`src/hw/mipsPkg.sv`:
```
package mipsPkg;

  localparam int DATA_W = 32;
  localparam int REG_AW = 5;
  localparam int IMEM_AW = 8;
  localparam int DMEM_AW = 8;

  typedef enum logic [3:0] {
    aluAdd, aluSub, aluAnd, aluOr, aluXor, aluNor,
    aluSlt, aluSltu, aluSll, aluSrl, aluSra, aluLui
  } aluOp_e;

  typedef enum logic [2:0] {
    brNone, brBeq, brBne, brJump, brJumpReg
  } branchKind_e;

  // Values line up with the low two opcode bits of byte and half accesses
  typedef enum logic [1:0] {
    memByte, memHalf, memWord
  } memSize_e;

  typedef struct packed {
    aluOp_e aluOp;
    branchKind_e branchKind;
    memSize_e memSize;
    logic regDst;
    logic aluSrcImm;
    logic shiftImm;
    logic zeroExt;
    logic memWrite;
    logic memToReg;
    logic regWrite;
    logic loadUnsigned;
  } ctrl_t;

  typedef struct packed {
    logic [DATA_W-1:0] instr;
    logic [DATA_W-1:0] pc;
    ctrl_t ctrl;
  } execReg_t;

  typedef struct packed {
    logic [DATA_W-1:0] aluOut;
    logic [DATA_W-1:0] storeData;
    logic [REG_AW-1:0] writeReg;
    logic regWrite;
    logic memToReg;
    memSize_e memSize;
    logic loadUnsigned;
  } memReg_t;

endpackage

```
`src/hw/executeUnit.sv`:
```
`timescale 1ns/10ps

module executeUnit import mipsPkg::*; (
  input execReg_t exec,
  input logic [DATA_W-1:0] rsData,
  input logic [DATA_W-1:0] rtData,
  input memReg_t fwd,
  output logic [DATA_W-1:0] aluOut,
  output logic [DATA_W-1:0] rsValue,
  output logic [DATA_W-1:0] rtValue
);

  logic [REG_AW-1:0] rs;
  logic [REG_AW-1:0] rt;
  logic fwdUsable;
  logic [DATA_W-1:0] imm;
  logic [DATA_W-1:0] opB;
  logic [4:0] shamt;

  assign rs = exec.instr[25:21];
  assign rt = exec.instr[20:16];

  // Only ALU results in M can be forwarded, load data arrives too late
  assign fwdUsable = fwd.regWrite && !fwd.memToReg && fwd.writeReg != '0;
  assign rsValue = (fwdUsable && fwd.writeReg == rs) ? fwd.aluOut : rsData;
  assign rtValue = (fwdUsable && fwd.writeReg == rt) ? fwd.aluOut : rtData;

  assign imm = exec.ctrl.zeroExt ? {16'b0, exec.instr[15:0]}
                                 : {{16{exec.instr[15]}}, exec.instr[15:0]};
  assign opB = exec.ctrl.aluSrcImm ? imm : rtValue;
  assign shamt = exec.ctrl.shiftImm ? exec.instr[10:6] : rsValue[4:0];

  always_comb begin
    case (exec.ctrl.aluOp)
      aluAdd: aluOut = rsValue + opB;
      aluSub: aluOut = rsValue - opB;
      aluAnd: aluOut = rsValue & opB;
      aluOr: aluOut = rsValue | opB;
      aluXor: aluOut = rsValue ^ opB;
      aluNor: aluOut = ~(rsValue | opB);
      aluSlt: aluOut = DATA_W'($signed(rsValue) < $signed(opB));
      aluSltu: aluOut = DATA_W'(rsValue < opB);
      // Shifts act on rt, which rides in on the second operand
      aluSll: aluOut = opB << shamt;
      aluSrl: aluOut = opB >> shamt;
      aluSra: aluOut = $signed(opB) >>> shamt;
      aluLui: aluOut = {opB[15:0], 16'b0};
      default: aluOut = '0;
    endcase
  end

endmodule

```
`config.mk`:
```
export PLATFORM = sky130hd
export DESIGN_NAME = executeUnit
export DESIGN_NICKNAME = d
export VERILOG_FILES = /design/src/hw/mipsPkg.sv /design/src/hw/executeUnit.sv
export SDC_FILE = /design/constraint.sdc
export NUM_CORES = 1
export LEC_CHECK = 0
export BUFFER_PORTS_ARGS = -buffer_cell sky130_fd_sc_hd__buf_4
export CAP_MARGIN = 20
export CORE_UTILIZATION = 50
export DETAILED_ROUTE_END_ITERATION = 16
export PLACE_DENSITY = 0.77
export SLEW_MARGIN = 25
export SYNTH_ARGS = -nofsm -noshare
export SYNTH_HDL_FRONTEND = slang
export SYNTH_SLANG_ARGS = --single-unit
```
`constraint.sdc`:
```
create_clock -name vclk -period 8.87
set_input_delay 0.887 -clock vclk [all_inputs]
set_output_delay 0.887 -clock vclk [all_outputs]
set_load 0.01 [all_outputs]
```
==> flow_summary.toml <==
[finish]
seq_cell_count = 0
register_area_um2 = 0
num-clock-buffers = 0
syn2layout_area_growth_pct = 18.3
fillers = 2002
instances_no_fill = 2118
drive_gt1_share_pct = 22.1
final_util_pct = 60.8
final_nets = 2163

[die]
initial_core_util_pct = 51.4
dieArea_um2 = 22400
io_pins = 315
rows = 53
die_height_um = 150
chipWidth_um = 150
coreArea_um2 = 21200

[global_routing]
overflow = 0
grt_pass1_vias = 13800
grt_pass1_wl_mm = 88.3
track_usage_pct = 53.0
grt_antenna_before_repair = 2
grt_max_degree = 74

[clock_network]
ctsHoldBuffers = 0
cts_setup_buffers = 0
cts_resized = 0

[timing]
hold_violations = 0
setup_viol = 0
max_freq_mhz = 126
tightestPinTransition_ns = 1.11
setup_ws_ns = 0.923
relSlewSlack_pct = 25.1
period_minus_slack_ns = 7.95
slew_violations = 0
timing.final.crit_share_pct = 89.6
rsz0062_at_grt = "no"
tns_ns = 0

[setup_path]
arrival_ns = 7.06
worst-path-max-fanout = 28
path_delay_family = "compound AO/OA/AOI/OAI gates"
path_buf_inv = 5
crit_path_start_kind = "input port"
path_class = "input port to output pin"
crit_path_frequent_cell = "buf_4"
crit_path_top_delay_cell = "o211ai_4"
worst-path-stages = 23
cpPeakStageDelay_ns = 0.63
crit_required_ns = 7.98
crit_start = "fwd[6]"
path_cells = "buf_4 > or4_4 > o211ai_4 > o21ai_0 > nand2_1 > o21bai_2 > inv_1 > ha_1 > inv_1 > fa_1 > nor2b_2 > o311ai_0 > a211oi_1 > a211oi_1 > o41a_1 > o311a_1 > o31ai_1 > buf_4 > a31oi_1 > o21ai_0 > o22ai_1 > nand3_1 > buf_4"
crit_path_end_kind = "output pin"

[min_path]
min_to = "rtValue[13]"
hold_path_class = "input port to output pin"
hold_path.startpoint = "fwd[55]"
worstHoldPathCells = 4

[detailed_routing]
drc = 0
viasPerCell = 7.17
wire_per_inst_um = 29.0
drt_iter0_drc = 2046
dr.pass1.iters = 8
num_vias = 15200
final_antenna_net_count = 0
wirelength_mm = 61.5

[synthesis]
syn_avg_cell_area_um2 = 6.43
yosys-top-cells-count = "nor2_1 (195), nand2_1 (175), o21ai_0 (158)"
synth_area_um2 = 10900
synth.area.top_cells = "ha_1 (11%), mux2i_1 (8.4%), o21ai_0 (7.3%)"
synthCells = 1695
synth.most_common_cell = "nor2_1"
yosysUniqueCellTypes = 87
synth-seq-area-share_pct = 0
synth.top_cell.area_share_pct = 11.2
synth_nets = 2014
yosysTopAreaCell = "ha_1"
yosys_warnings = 0

[placement]
placed_cells = 2117
dpl.hpwl_mm = 48.1
portBuffers = 232
dp_slack_ns = 1.11
place.gp.congestion = 1.10

[job]
max_cap_viol_count = 0

[outcome]
status = "finished, final reports clean"
-- metal layers --
metal | up-vias | wire (um) | share of wire, % | GRT usage, %
li1 | 6619 | - | - | -
met1 | 6981 | 22600 | 37 | 65.1
met2 | 1311 | 24500 | 40 | 76.3
met5 | - | 0 | 0 | 0
met4 | 0 | 4930 | 8.0 | 35.2
met3 | 285 | 9410 | 15 | 19.9
-- area by class of cell --
class	instances	area [um2]	share of cell area (%)
Multi-Input combinational cell	1458	10000	77.9
Timing Repair Buffer	284	2130	16.5
Inverter	100	375	2.91
Tap cell	275	344	2.67
Antenna cell	1	2.50	0.0194
-- worst max path at each step --
stage                 end  slack [ns]
2_1_floorplan  aluOut[30]        1.99
3_3_place_gp   aluOut[30]        1.14
3_5_place_dp   aluOut[30]        1.11
4_1_cts        aluOut[30]        1.09
6_report       aluOut[30]        0.92
5_1_grt        aluOut[30]        0.51
-- placed cells by master (no fill, tap or decap), types with 34 or more instances in the layout --
cell,count
o21ai_0,157
a21oi_1,135
ha_1,98
buf_4,284
inv_1,95
o211ai_1,35
a221oi_1,34
nand3_1,38
mux2_2,63
mux2i_1,90
nand2_1,175
nor2_1,193
-- through the flow --
stage,hold WS (ns),area [um2]
2_1_floorplan,1.88,10900
3_3_place_gp,2.06,12900
3_5_place_dp,2.06,12900
4_1_cts,2.06,12900
5_1_grt,2.08,12900
6_report,2.06,12900
-- cells by family after synthesis --
group	synth area share [%]
AO/OA/AOI/OAI	40.3
AND/OR/NAND/NOR	22.2
XOR/XNOR	1.11
multiplexers	16.1
buffers and inverters	8.72
adder cells (fa/ha/maj)	11.6
