File: src/hw/mipsPkg.sv
package mipsPkg;

  localparam int DATA_W = 32;
  localparam int REG_AW = 5;
  localparam int IMEM_AW = 8;
  localparam int DMEM_AW = 8;

  typedef enum logic [3:0] {
    aluAdd, aluSub, aluAnd, aluOr, aluXor, aluNor,
    aluSlt, aluSltu, aluSll, aluSrl, aluSra, aluLui
  } aluOp_e;

  typedef enum logic [2:0] {
    brNone, brBeq, brBne, brJump, brJumpReg
  } branchKind_e;

  // Values line up with the low two opcode bits of byte and half accesses
  typedef enum logic [1:0] {
    memByte, memHalf, memWord
  } memSize_e;

  typedef struct packed {
    aluOp_e aluOp;
    branchKind_e branchKind;
    memSize_e memSize;
    logic regDst;
    logic aluSrcImm;
    logic shiftImm;
    logic zeroExt;
    logic memWrite;
    logic memToReg;
    logic regWrite;
    logic loadUnsigned;
  } ctrl_t;

  typedef struct packed {
    logic [DATA_W-1:0] instr;
    logic [DATA_W-1:0] pc;
    ctrl_t ctrl;
  } execReg_t;

  typedef struct packed {
    logic [DATA_W-1:0] aluOut;
    logic [DATA_W-1:0] storeData;
    logic [REG_AW-1:0] writeReg;
    logic regWrite;
    logic memToReg;
    memSize_e memSize;
    logic loadUnsigned;
  } memReg_t;

endpackage

File: src/hw/branchUnit.sv
`timescale 1ns/10ps

module branchUnit import mipsPkg::*; (
  input execReg_t exec,
  input logic [DATA_W-1:0] rsValue,
  input logic [DATA_W-1:0] rtValue,
  input logic [DATA_W-1:0] pc,
  output logic [DATA_W-1:0] nextPc,
  output logic [REG_AW-1:0] writeReg
);

  logic [DATA_W-1:0] seqPc;
  logic [DATA_W-1:0] slotPc;
  logic [DATA_W-1:0] branchTarget;
  logic [DATA_W-1:0] jumpTarget;

  // pc is the delay slot sitting in D, so fall-through simply continues
  assign seqPc = pc + DATA_W'(4);
  assign slotPc = exec.pc + DATA_W'(4);
  assign branchTarget = slotPc + {{(DATA_W-18){exec.instr[15]}}, exec.instr[15:0], 2'b00};
  // J stays within the 256 MB region of the delay slot
  assign jumpTarget = {slotPc[31:28], exec.instr[25:0], 2'b00};

  always_comb begin
    case (exec.ctrl.branchKind)
      brBeq: nextPc = (rsValue == rtValue) ? branchTarget : seqPc;
      brBne: nextPc = (rsValue != rtValue) ? branchTarget : seqPc;
      brJump: nextPc = jumpTarget;
      brJumpReg: nextPc = rsValue;
      default: nextPc = seqPc;
    endcase
  end

  assign writeReg = exec.ctrl.regDst ? exec.instr[15:11] : exec.instr[20:16];

endmodule

File: config.mk
export PLATFORM = sky130hd
export DESIGN_NAME = branchUnit
export DESIGN_NICKNAME = d
export VERILOG_FILES = /design/src/hw/mipsPkg.sv /design/src/hw/branchUnit.sv
export SDC_FILE = /design/constraint.sdc
export NUM_CORES = 1
export LEC_CHECK = 0
export BUFFER_PORTS_ARGS = -buffer_cell sky130_fd_sc_hd__buf_4
export CORE_ASPECT_RATIO = 1.75
export CORE_MARGIN = 2
export CORE_UTILIZATION = 30
export DETAILED_ROUTE_END_ITERATION = 6
export PLACE_DENSITY = 0.6
export SKIP_LAST_GASP = 1
export SYNTH_ARGS = -nofsm -noshare
export SYNTH_HDL_FRONTEND = slang
export SYNTH_SLANG_ARGS = --single-unit
File: constraint.sdc
create_clock -name vclk -period 9.35
set_clock_uncertainty 0.2 [all_clocks]
set_input_delay 0 -clock vclk [all_inputs]
set_output_delay 0 -clock vclk [all_outputs]
set_load 0.005 [all_outputs]
==> key figures <==
Cells and area
  – Area grow syn2layout: 42.27%
  – Final design instance area without fill: 5420 um^2
  – Non-Filler Instances: 884
  – Nets@finish: 930
  – Clock buffers: 0
  – Seq cells: 0
  – Antenna diodes: 0
  – Register area: 0 um^2
  – Share of layout cells above drive strength 1: 31.28%

Detailed routing
  – Initial DRT Pass Iterations: 5
  – Drt first-iter violations: 397
  – DR vias: 4933
  – Vias per cell: 5.580
  – DRT Wirelength: 16480 um
  – Drt drc: 0
  – Routed len/inst: 18.64 um
  – Routed Antenna Nets: 0

Timing
  – WHS: 0.08037 ns
  – Min cycle time layout: 3.906 ns
  – Fin. Hold Viols: 0
  – RSZ-0062 raised after global routing: no
  – F_max: 256.0 MHz
  – Slew Limit Fails: 0
  – Sum Neg Setup Slack: 0 ns
  – Crit share post-route: 41.78%
  – Worst-Margin Slew: 0.8348 ns
  – Finish-stage setup viols: 0
  – Headroom to the max-slew limit: 44.35%

Worst setup path
  – Worst setup EP type: output port
  – Top delay family on crit path: simple AND/OR/NAND/NOR gates
  – Critical path arrival: 3.71 ns
  – Crit Path Class: in2out
  – CP Max Fanout: 6
  – Critical path's slowest cell: nor3_1
  – Critical path cell sequence: buf_4, and4_1, nand3_1, nor3_1, and3_1, xor2_1, ha_1, and3_4, a221oi_2, o22ai_1, nor4_1, a21oi_1, a31oi_2, mux2i_1, a221o_1, buf_4
  – Critical path buffers and inverters: 2
  – Critical path's most frequent cell: buf_4
  – Data required time at the worst endpoint: 9.15 ns
  – CP max stage delay: 0.49 ns
  – Startpoint types: primary input

Logic synthesis
  – Post-synthesis area per instance: 7.042 um^2
  – Ys Warns: 0
  – Mux share of post-synthesis cell area: 1.741%
  – Synth Area in Simple Gates: 28.37%
  – Post-Synth XOR/XNOR Area: 25.52%
  – Gate Count Post-Synth: 541
  – Syn nets: 753
  – Combinational family with the most area after synthesis: compound AO/OA/AOI/OAI gates
  – Synth Cell Area: 3810 um^2
  – Post-synthesis sequential area ratio: 0%
  – Synth Area in Compound Gates: 29.03%
  – Distinct cells, synth: 63
  – Post-synthesis adder-cell area fraction: 11.69%

CTS
  – Post_cts resized: 0
  – Hold buffers post-CTS: 0
  – # Post-CTS Setup Buffers: 0

GRT
  – Initial antenna violation count: 0
  – Pin count of the biggest net entering global routing: 30
  – Vias in the first global route: 4876
  – Total track usage: 22.52%
  – First-pass GRT wire length: 24670 um
  – GR Overflow Total: 0

Die
  – Initial core utilization: 30.65%
  – Die Width: 89.19 um
  – Core Box Area: 12430 um^2
  – # rows: 54
  – Die ar.: 13650 um^2
  – Die height: 153.1 um
  – Count of boundary I/O pins: 214

Hold path
  – Worst hold-check path type: in2out
  – Hold path endpoint: nextPc[1]
  – Hold path depth: 4
  – Min-delay src: pc[1]

Placed design
  – Placed insts: 884
  – Post-DP Area: 5420 um^2
  – DP Wirelength: 14340 um
  – IO buf count: 195
  – Gpl congestion: 0.9692

Power
  – Maximum vdd drop: 0.02018 mV
  – Leak: 2.362 nW
  – Power density over the cells: 56.77 nW/um^2

Run
  – # Max-Cap Violations: 0

Run status
  – Status: completed
[tightest hold or removal path, cell delays in order]
cell and delay (ns):
buf_4 0.08, a222oi_1 0.05, inv_1 0.05, buf_4 0.10
[Yosys cell counts, types with 4 or more instances]
library cell | n | area, um^2
ha_1 | 34 | 425.4
and3_1 | 16 | 100.1
a222oi_1 | 25 | 250.2
nand2b_1 | 6 | 37.54
nand2_1 | 63 | 236.5
and2_1 | 5 | 31.28
o31ai_1 | 6 | 45.04
nand4_1 | 31 | 193.9
xnor2_1 | 81 | 709.4
mux2_2 | 5 | 56.30
a21o_1 | 14 | 105.1
clkbuf_1 | 21 | 78.83
inv_1 | 12 | 45.04
nor4_1 | 4 | 25.02
nor2_1 | 25 | 93.84
nor3_1 | 6 | 30.03
xor2_1 | 30 | 262.8
and4_1 | 7 | 61.31
o21ai_0 | 29 | 145.1
a22oi_1 | 4 | 30.03
nand3_1 | 26 | 130.1
a21oi_1 | 30 | 150.1
[cells in the final DEF (no fill, tap or decap), types with 5 or more instances in the layout]
master | synthesis | layout
xor2_1 | 30 | 30
buf_4 | 0 | 199
nand2b_1 | 6 | 6
a222oi_1 | 25 | 25
inv_1 | 12 | 12
nor3_1 | 6 | 6
a21o_1 | 14 | 14
xnor2_1 | 81 | 81
o31ai_1 | 6 | 6
and2_1 | 5 | 5
nor2_1 | 25 | 25
nand4_1 | 31 | 31
and3_1 | 16 | 16
mux2_2 | 5 | 5
ha_1 | 34 | 34
nand3_1 | 26 | 26
and4_1 | 7 | 7
o21ai_0 | 29 | 29
nand2_1 | 63 | 63
a21oi_1 | 30 | 30
[worst max-delay path by stage]
stage | cells after the start | endpoint | from | slack (ns)
floorplan | 14 | nextPc[30] | exec[22] | 6.16
global placement | 16 | nextPc[30] | exec[21] | 5.42
detailed placement | 16 | nextPc[30] | exec[21] | 5.39
CTS | 16 | nextPc[30] | exec[21] | 5.39
global route | 16 | nextPc[30] | exec[21] | 5.08
finish | 16 | nextPc[30] | exec[21] | 5.44
[per-layer routing]
metal  vias to the layer above  wire length, um  global-route usage (%)
met1                      2285             6030                   24.74
met2                       203             8982                   44.59
met3                        23             1017                   1.620
li1                       2422                -                       -
met5                         -                0                       0
met4                         0              446                   4.833
[report_power, final]
group          internal [W]  switching [W]  total (W)
combinational      0.000153       0.000155   0.000308
clock                     0              0          0
sequential                0              0          0
total              0.000153       0.000155   0.000308
[cell type report]
class / instances / area [um^2]
Fill cell: 1326 / 7012
Inverter: 12 / 45.04
Multi-Input combinational cell: 505 / 3671
Tap cell: 168 / 210.2
Timing Repair Buffer: 199 / 1494
[kinds of logic after synthesis]
kind of cell	count (synthesis)
and+or+nand+nor	206
adders and majority gates	35
AOI/OAI and AO/OA	147
xor gates and xnor gates	111
muxes	6
buffers and inverters	36
[metrics by stage]
step / utilization, % / setup slack [ns] / power [W]
floorplan: - / 6.162 / 0.0001646
global placement: 43.60 / 5.423 / 0.0003017
detailed placement: 43.60 / 5.395 / 0.0003054
CTS: 43.60 / 5.389 / 0.0003067
global route: 43.60 / 5.079 / 0.0003345
finish: 43.60 / 5.444 / 0.0003077
No activity file was read; power rests on OpenSTA's default activity.
