$ cat config.mk
export PLATFORM = sky130hd
export DESIGN_NAME = instrDecoder
export DESIGN_NICKNAME = d
export VERILOG_FILES = /design/src/hw/mipsPkg.sv /design/src/hw/instrDecoder.sv
export SDC_FILE = /design/constraint.sdc
export NUM_CORES = 1
export LEC_CHECK = 0
export BUFFER_PORTS_ARGS = -buffer_cell sky130_fd_sc_hd__buf_2
export CAP_MARGIN = 25
export CORE_AREA = 2 2 39 41
export DETAILED_ROUTE_END_ITERATION = 16
export DIE_AREA = 0 0 41 43
export PLACE_DENSITY = 0.83
export SLEW_MARGIN = 10
export SYNTH_ARGS = -nofsm -noshare
export SYNTH_HDL_FRONTEND = slang
export SYNTH_SLANG_ARGS = --single-unit
$ cat constraint.sdc
create_clock -name vclk -period 2.75
set_clock_uncertainty 0.2 [all_clocks]
set_input_delay 0.55 -clock vclk [all_inputs]
set_output_delay 0.55 -clock vclk [all_outputs]
set_load 0.1 [all_outputs]
$ cat src/hw/mipsPkg.sv
package mipsPkg;

  localparam int DATA_W = 32;
  localparam int REG_AW = 5;
  localparam int IMEM_AW = 8;
  localparam int DMEM_AW = 8;

  typedef enum logic [3:0] {
    aluAdd, aluSub, aluAnd, aluOr, aluXor, aluNor,
    aluSlt, aluSltu, aluSll, aluSrl, aluSra, aluLui
  } aluOp_e;

  typedef enum logic [2:0] {
    brNone, brBeq, brBne, brJump, brJumpReg
  } branchKind_e;

  // Values line up with the low two opcode bits of byte and half accesses
  typedef enum logic [1:0] {
    memByte, memHalf, memWord
  } memSize_e;

  typedef struct packed {
    aluOp_e aluOp;
    branchKind_e branchKind;
    memSize_e memSize;
    logic regDst;
    logic aluSrcImm;
    logic shiftImm;
    logic zeroExt;
    logic memWrite;
    logic memToReg;
    logic regWrite;
    logic loadUnsigned;
  } ctrl_t;

  typedef struct packed {
    logic [DATA_W-1:0] instr;
    logic [DATA_W-1:0] pc;
    ctrl_t ctrl;
  } execReg_t;

  typedef struct packed {
    logic [DATA_W-1:0] aluOut;
    logic [DATA_W-1:0] storeData;
    logic [REG_AW-1:0] writeReg;
    logic regWrite;
    logic memToReg;
    memSize_e memSize;
    logic loadUnsigned;
  } memReg_t;

endpackage

$ cat src/hw/instrDecoder.sv
`timescale 1ns/10ps

module instrDecoder import mipsPkg::*; (
  input logic [DATA_W-1:0] instr,
  output ctrl_t ctrl
);

  typedef enum logic [5:0] {
    opSpecial = 6'h00, opJ = 6'h02, opBeq = 6'h04, opBne = 6'h05,
    opAddiu = 6'h09, opSlti = 6'h0a, opAndi = 6'h0c, opOri = 6'h0d,
    opXori = 6'h0e, opLui = 6'h0f, opLb = 6'h20, opLh = 6'h21,
    opLw = 6'h23, opLbu = 6'h24, opLhu = 6'h25, opSb = 6'h28,
    opSh = 6'h29, opSw = 6'h2b
  } opcode_e;

  typedef enum logic [5:0] {
    fnSll = 6'h00, fnSrl = 6'h02, fnSra = 6'h03, fnJr = 6'h08,
    fnAddu = 6'h21, fnSubu = 6'h23, fnAnd = 6'h24, fnOr = 6'h25,
    fnXor = 6'h26, fnNor = 6'h27, fnSlt = 6'h2a, fnSltu = 6'h2b
  } funct_e;

  opcode_e opcode;
  funct_e funct;
  memSize_e accessSize;

  assign opcode = opcode_e'(instr[31:26]);
  assign funct = funct_e'(instr[5:0]);
  // Bits 27:26 give 00 byte, 01 half, 11 word for both loads and stores
  assign accessSize = (instr[27:26] == 2'b11) ? memWord : memSize_e'(instr[27:26]);

  always_comb begin
    ctrl = '0;
    case (opcode)
      opSpecial: begin
        ctrl.regDst = 1'b1;
        ctrl.regWrite = 1'b1;
        case (funct)
          fnSll: begin
            ctrl.aluOp = aluSll;
            ctrl.shiftImm = 1'b1;
          end
          fnSrl: begin
            ctrl.aluOp = aluSrl;
            ctrl.shiftImm = 1'b1;
          end
          fnSra: begin
            ctrl.aluOp = aluSra;
            ctrl.shiftImm = 1'b1;
          end
          fnAddu: ctrl.aluOp = aluAdd;
          fnSubu: ctrl.aluOp = aluSub;
          fnAnd: ctrl.aluOp = aluAnd;
          fnOr: ctrl.aluOp = aluOr;
          fnXor: ctrl.aluOp = aluXor;
          fnNor: ctrl.aluOp = aluNor;
          fnSlt: ctrl.aluOp = aluSlt;
          fnSltu: ctrl.aluOp = aluSltu;
          fnJr: begin
            ctrl = '0;
            ctrl.branchKind = brJumpReg;
          end
          default: ctrl = '0;
        endcase
      end
      opJ: ctrl.branchKind = brJump;
      opBeq: ctrl.branchKind = brBeq;
      opBne: ctrl.branchKind = brBne;
      opAddiu, opSlti, opAndi, opOri, opXori, opLui: begin
        ctrl.aluSrcImm = 1'b1;
        ctrl.regWrite = 1'b1;
        ctrl.zeroExt = (opcode == opAndi) || (opcode == opOri) || (opcode == opXori);
        case (opcode)
          opSlti: ctrl.aluOp = aluSlt;
          opAndi: ctrl.aluOp = aluAnd;
          opOri: ctrl.aluOp = aluOr;
          opXori: ctrl.aluOp = aluXor;
          opLui: ctrl.aluOp = aluLui;
          default: ctrl.aluOp = aluAdd;
        endcase
      end
      opLb, opLh, opLw, opLbu, opLhu: begin
        ctrl.aluSrcImm = 1'b1;
        ctrl.memToReg = 1'b1;
        ctrl.regWrite = 1'b1;
        ctrl.memSize = accessSize;
        ctrl.loadUnsigned = instr[28];
      end
      opSb, opSh, opSw: begin
        ctrl.aluSrcImm = 1'b1;
        ctrl.memWrite = 1'b1;
        ctrl.memSize = accessSize;
      end
      default: ctrl = '0;
    endcase
  end

endmodule

==> results.tsv, run 1 <==
metric	value	unit
Slew HR	67.95	%
Worst VDD drop	0.09249	mV
post-route cell area	948.4	um2
Pleak	0.3389	nW
Rows	14	
Clock power frac	0	%
area of the mapped netlist	464.2	um2
post-detail-place hpwl	1330	um
Yosys top cell area share	6.469	%
share of cells above drive strength 1	54.37	%
Gate power share	100.0	%
Seq/Total Area, Yosys	0	%
area leader, netlist	o21ai_0	
post-CTS setup buffers	0	
worst-path cell chain	buf_2 -> nor4_4 -> nand3_2 -> a221o_1 -> o21ai_2 -> buf_12	
initial antenna violation count	0	
Peak Freq	378.3	MHz
met3 wire length	91	um
number of routed nets with antenna violations	0	
fillers	110	
Ys Warns	0	
ANT cells	0	
Highest Signal Layer	met4	
die span in y	43	um
Seq pwr share	0	%
first-pass GRT wire length	2677	um
Avg Cell Area, Syn	6.189	um2
setup ws final	0.1063	ns
routed length per instance	13.53	um
most frequent cells after synthesis	nand2_1 (7), o21ai_0 (6), a21oi_1 (5), nor2_1 (5), nor3_1 (5)	
Die Width	41	um
final period utilization	96.14	%
Slew @ Worst Pin	0.4841	ns
Design Power	0.0001493	W
Register Area	0	um2
Vias/cell	5.538	
Max stage delay on crit path	0.35	ns
GRT Total Usage	20.78	%
largest net degree at the start of global routing	14	
M1 WL	647	um
Syn Nets	107	
worst path arrival time	1.89	ns
Worst EP required	2.00	ns
Max-cap violations	0	
CTS hold repair buffers	0	
vias in the first global route	600	
met2 WL post-DR	845	um
Worst setup EP type	primary output	
Setup violations, final	0	
WS Path Type	in -> out	
synth top area cells	o21ai_0 (6.5%), nand2_1 (5.7%), nor4b_1 (5.7%), a21oi_1 (5.4%), nand2b_1 (5.4%)	
Port Buffers	29	
post-cts sizing count	0	
routability cong.	0.7467	
status	completed	
P per Cell Area	157.4	nW/um2
crit path time final	2.644	ns
initial core utilization	33.54	%
P_int	0.00005127	W
Place WS	0.1060	ns
IO Pins	49	
startpoint types	input port	
Layout Cells excl Fill	119	
placed cells	119	
area grow syn2layout	104.3	%
Layout Nets	137	
core area	1384	um2
DRC	0	
Syn Inst Count	75	
clock buffer count	0	
Area after DPL	948.4	um2
Hold WC Path Type	in -> out	
RSZ-0062 raised after global routing	false	
CP max stage cell	a221o_1	
final global-route overflow total	0	
max-slew violations	0	
final count of hold timing violations	0	
routed via count	659	
post-synth cell types	33	
sequential cell count	0	
DR pass1 iterations	4	
sw frac	65.66	%
drt total wl	1610	um
most frequent cell after synthesis	nand2_1	
DIE AREA	1763	um2
NetSw	0.00009804	W
DR iter-0 viols	9	
crit path max fanout	6	
cell usage in the layout, fill, tap and decap left out, types with 2 or more instances in the layout:
cell type	instances
buf_2	16
buf_12	13
nand2_1	7
o21ai_0	5
buf_4	5
nand2b_1	4
nor2_1	4
nor4b_2	3
nor2b_1	3
nor3_2	3
nor3b_1	3
a21oi_1	3
nand3_1	3
inv_1	2
xor2_1	2
o21ai_2	2
a21oi_2	2
nor3_1	2
metal layers:
metal	vias up	GRT usage, %
met5	-	0
met4	0	4.667
met3	4	2.094
met2	22	35.63
met1	296	26.27
li1	337	-
path summary, 6_finish.rpt:
kind,startpoint,end,slack [ns],depth (start not counted)
max,instr[27],ctrl[13],0.11,6
min,instr[30],ctrl[6],1.30,3
worst max-delay path, delay by kind of cell:
family / cells / cell delay, ns
AOI/OAI and AO/OA: 2 / 0.46
buffers and inverters: 2 / 0.32
and+or+nand+nor: 2 / 0.56
area by class of cell:
class,count,area [um2],share of cell area (%)
inverters,2,7.507,0.7916
multi-input cells,67,543.0,57.26
well taps,16,20.02,2.111
repair buffers,34,377.9,39.84
power by group through the flow:
stage | clock, W | combinational [W] | sequential, W
after global placement | 0 | 0.000145 | 0
after global routing | 0 | 0.000159 | 0
after floorplan | 0 | 0.000100 | 0
after detailed placement | 0 | 0.000149 | 0
after CTS | 0 | 0.000150 | 0
final | 0 | 0.000149 | 0
stage by stage:
stage	TNS [ns]	hold WS, ns	util, %
final	0	1.300	68.54
after global routing	0	1.314	68.54
after CTS	0	1.296	68.54
after detailed placement	0	1.297	68.54
after global placement	0	1.284	68.54
after floorplan	-2.949	1.014	-
logic make-up (layout without fill, tap and decap cells):
logic type	Yosys count	in the layout	share of synthesized area, %
compound gates	21	21	27.76
simple gates	42	42	56.07
xor+xnor	3	3	5.661
buf+inv	8	36	8.356
mux	1	1	2.156
Power figures use the tool's default switching activity.
==> inputs of run 2 (changes only) <==
==> constraint.sdc (replaced) <==
create_clock -name vclk -period 2.5
set_clock_uncertainty 0.2 [all_clocks]
set_input_delay 0.5 -clock vclk [all_inputs]
set_output_delay 0.5 -clock vclk [all_outputs]
set_load 0.1 [all_outputs]
==> run 2 against run 1 <==
Global-route usage increased by 3.6 points. Non-clock buffer count up 8. Sequential share of layout area stayed put. Total power increased by 28%. Via count grew 9.3%. Final area up 20%. Setup slack got worse by 0.032 ns. Cell count is 6.7% higher.
==> results.tsv, run 2 (same netlist as run 1, synthesis figures left out) <==
metric	value	unit
drt total wl	1874	um
Register Area	0	um2
DR pass1 iterations	4	
worst setup path start	instr[4]	
IO Pins	49	
Worst VDD drop	0.1300	mV
area occupied by multi-input gates	606.8	um2
crit path max fanout	4	
WS Path Type	in -> out	
worst-path cell chain	buf_2 -> nor4_4 -> nand3_2 -> buf_4 -> o22ai_4 -> buf_12	
placed cells	127	
routed length per instance	14.76	um
Worst EP required	1.80	ns
Hold Crit Start	instr[1]	
Layout Nets	145	
final count of hold timing violations	0	
Port Buffers	29	
RSZ-0062 raised after global routing	false	
area grow syn2layout	144.7	%
Max stage delay on crit path	0.33	ns
DR iter-0 viols	5	
first-pass GRT wire length	3139	um
vias in the first global route	717	
Slew HR	62.36	%
Peak Freq	412.2	MHz
die span in y	43	um
share of cells above drive strength 1	57.66	%
core area	1384	um2
startpoint types	input port	
post-route cell area	1136	um2
Layout Cells excl Fill	127	
post-CTS setup buffers	0	
family with the most delay on the worst path	buffers and inverters	
fillers	82	
most frequent cells in the layout	buf_12 (17), buf_2 (12), buf_4 (12)	
post-detail-place hpwl	1583	um
status	completed	
largest net degree at the start of global routing	14	
Setup violations, final	0	
Area after DPL	1120	um2
initial antenna violation count	0	
routed via count	720	
number of routed nets with antenna violations	0	
initial core utilization	33.54	%
max-slew violations	0	
Buffers & Inverters on Critical Path	3	
CP max stage cell	nor4_4	
Max-cap violations	0	
crit path time final	2.426	ns
final period utilization	97.04	%
Slew @ Worst Pin	0.5586	ns
sequential cell count	0	
Hold WC Path Type	in -> out	
Die Width	41	um
worst path arrival time	1.73	ns
P per Cell Area	168.6	nW/um2
Rows	14	
ANT cells	0	
DIE AREA	1763	um2
routability cong.	0.7785	
GRT Total Usage	24.40	%
DRC	0	
Pleak	0.4285	nW
final global-route overflow total	0	
Worst setup EP type	primary output	
clock buffer count	0	
commonest non-fill, non-tap cell in the layout	buf_12	
Vias/cell	5.669	
==> run 2: changes by cell type in the layout (fill, tap and decap cells not counted), sizes merged <==
cell / previous run / this run
buf: 34 / 42
==> run 2: layout make-up <==
class / instances / share of cell area (%)
multi-input cells: 67 / 53.41
repair buffers: 42 / 44.16
inverters: 2 / 0.6608
well taps: 16 / 1.762
==> run 2: per-stage QoR <==
step	worst slack [ns]	setup TNS, ns	power (W)	hold WS [ns]	utilization [%]
detailed placement	0.03625	0	0.0001888	1.248	80.92
floorplan	-0.2870	-0.9013	0.0001237	0.8978	-
CTS	0.03487	0	0.0001894	1.251	80.92
global placement	0.09402	0	0.0001822	1.239	80.92
finish	0.07411	0	0.0001916	1.260	82.10
global route	0.01445	0	0.0002019	1.284	82.10
==> run 2: layer usage <==
metal  GRT usage, %  share of wire, %  vias to the layer above  routed length (um)
met4          7.333               2.0                        0                  38
met3         0.5236               3.9                        4                  73
met1          30.79                39                      336                 738
met2          42.19                55                       28                1024
met5              0                 0                        -                   0
li1               -                 -                      352                   -
==> run 2: path summary, 6_finish.rpt <==
kind                        to  cells after the start  slack (ns)
worst min-delay path  ctrl[15]                      4        1.26
worst max-delay path  ctrl[16]                      6        0.07
==> run 2: report_power, final <==
group          switching (W)  total (W)  internal, W  leakage [nW]
clock network              0          0            0             0
logic               0.000121   0.000192    0.0000710         0.428
registers                  0          0            0             0
total               0.000121   0.000192    0.0000710         0.428
==> run 2: repair_timing <==
item                                   in CTS  in global routing
hold buffers                                0                  0
setup endpoints to repair                   0                  4
endpoints found under the hold margin       0                  0
resized for setup                           0                  3
==> run 2: worst min-delay path, delay by kind of cell <==
family | cells | cell delay (ns)
AO/OA/AOI/OAI | 1 | 0.07
buffers and inverters | 2 | 0.29
AND/OR/NAND/NOR | 1 | 0.09
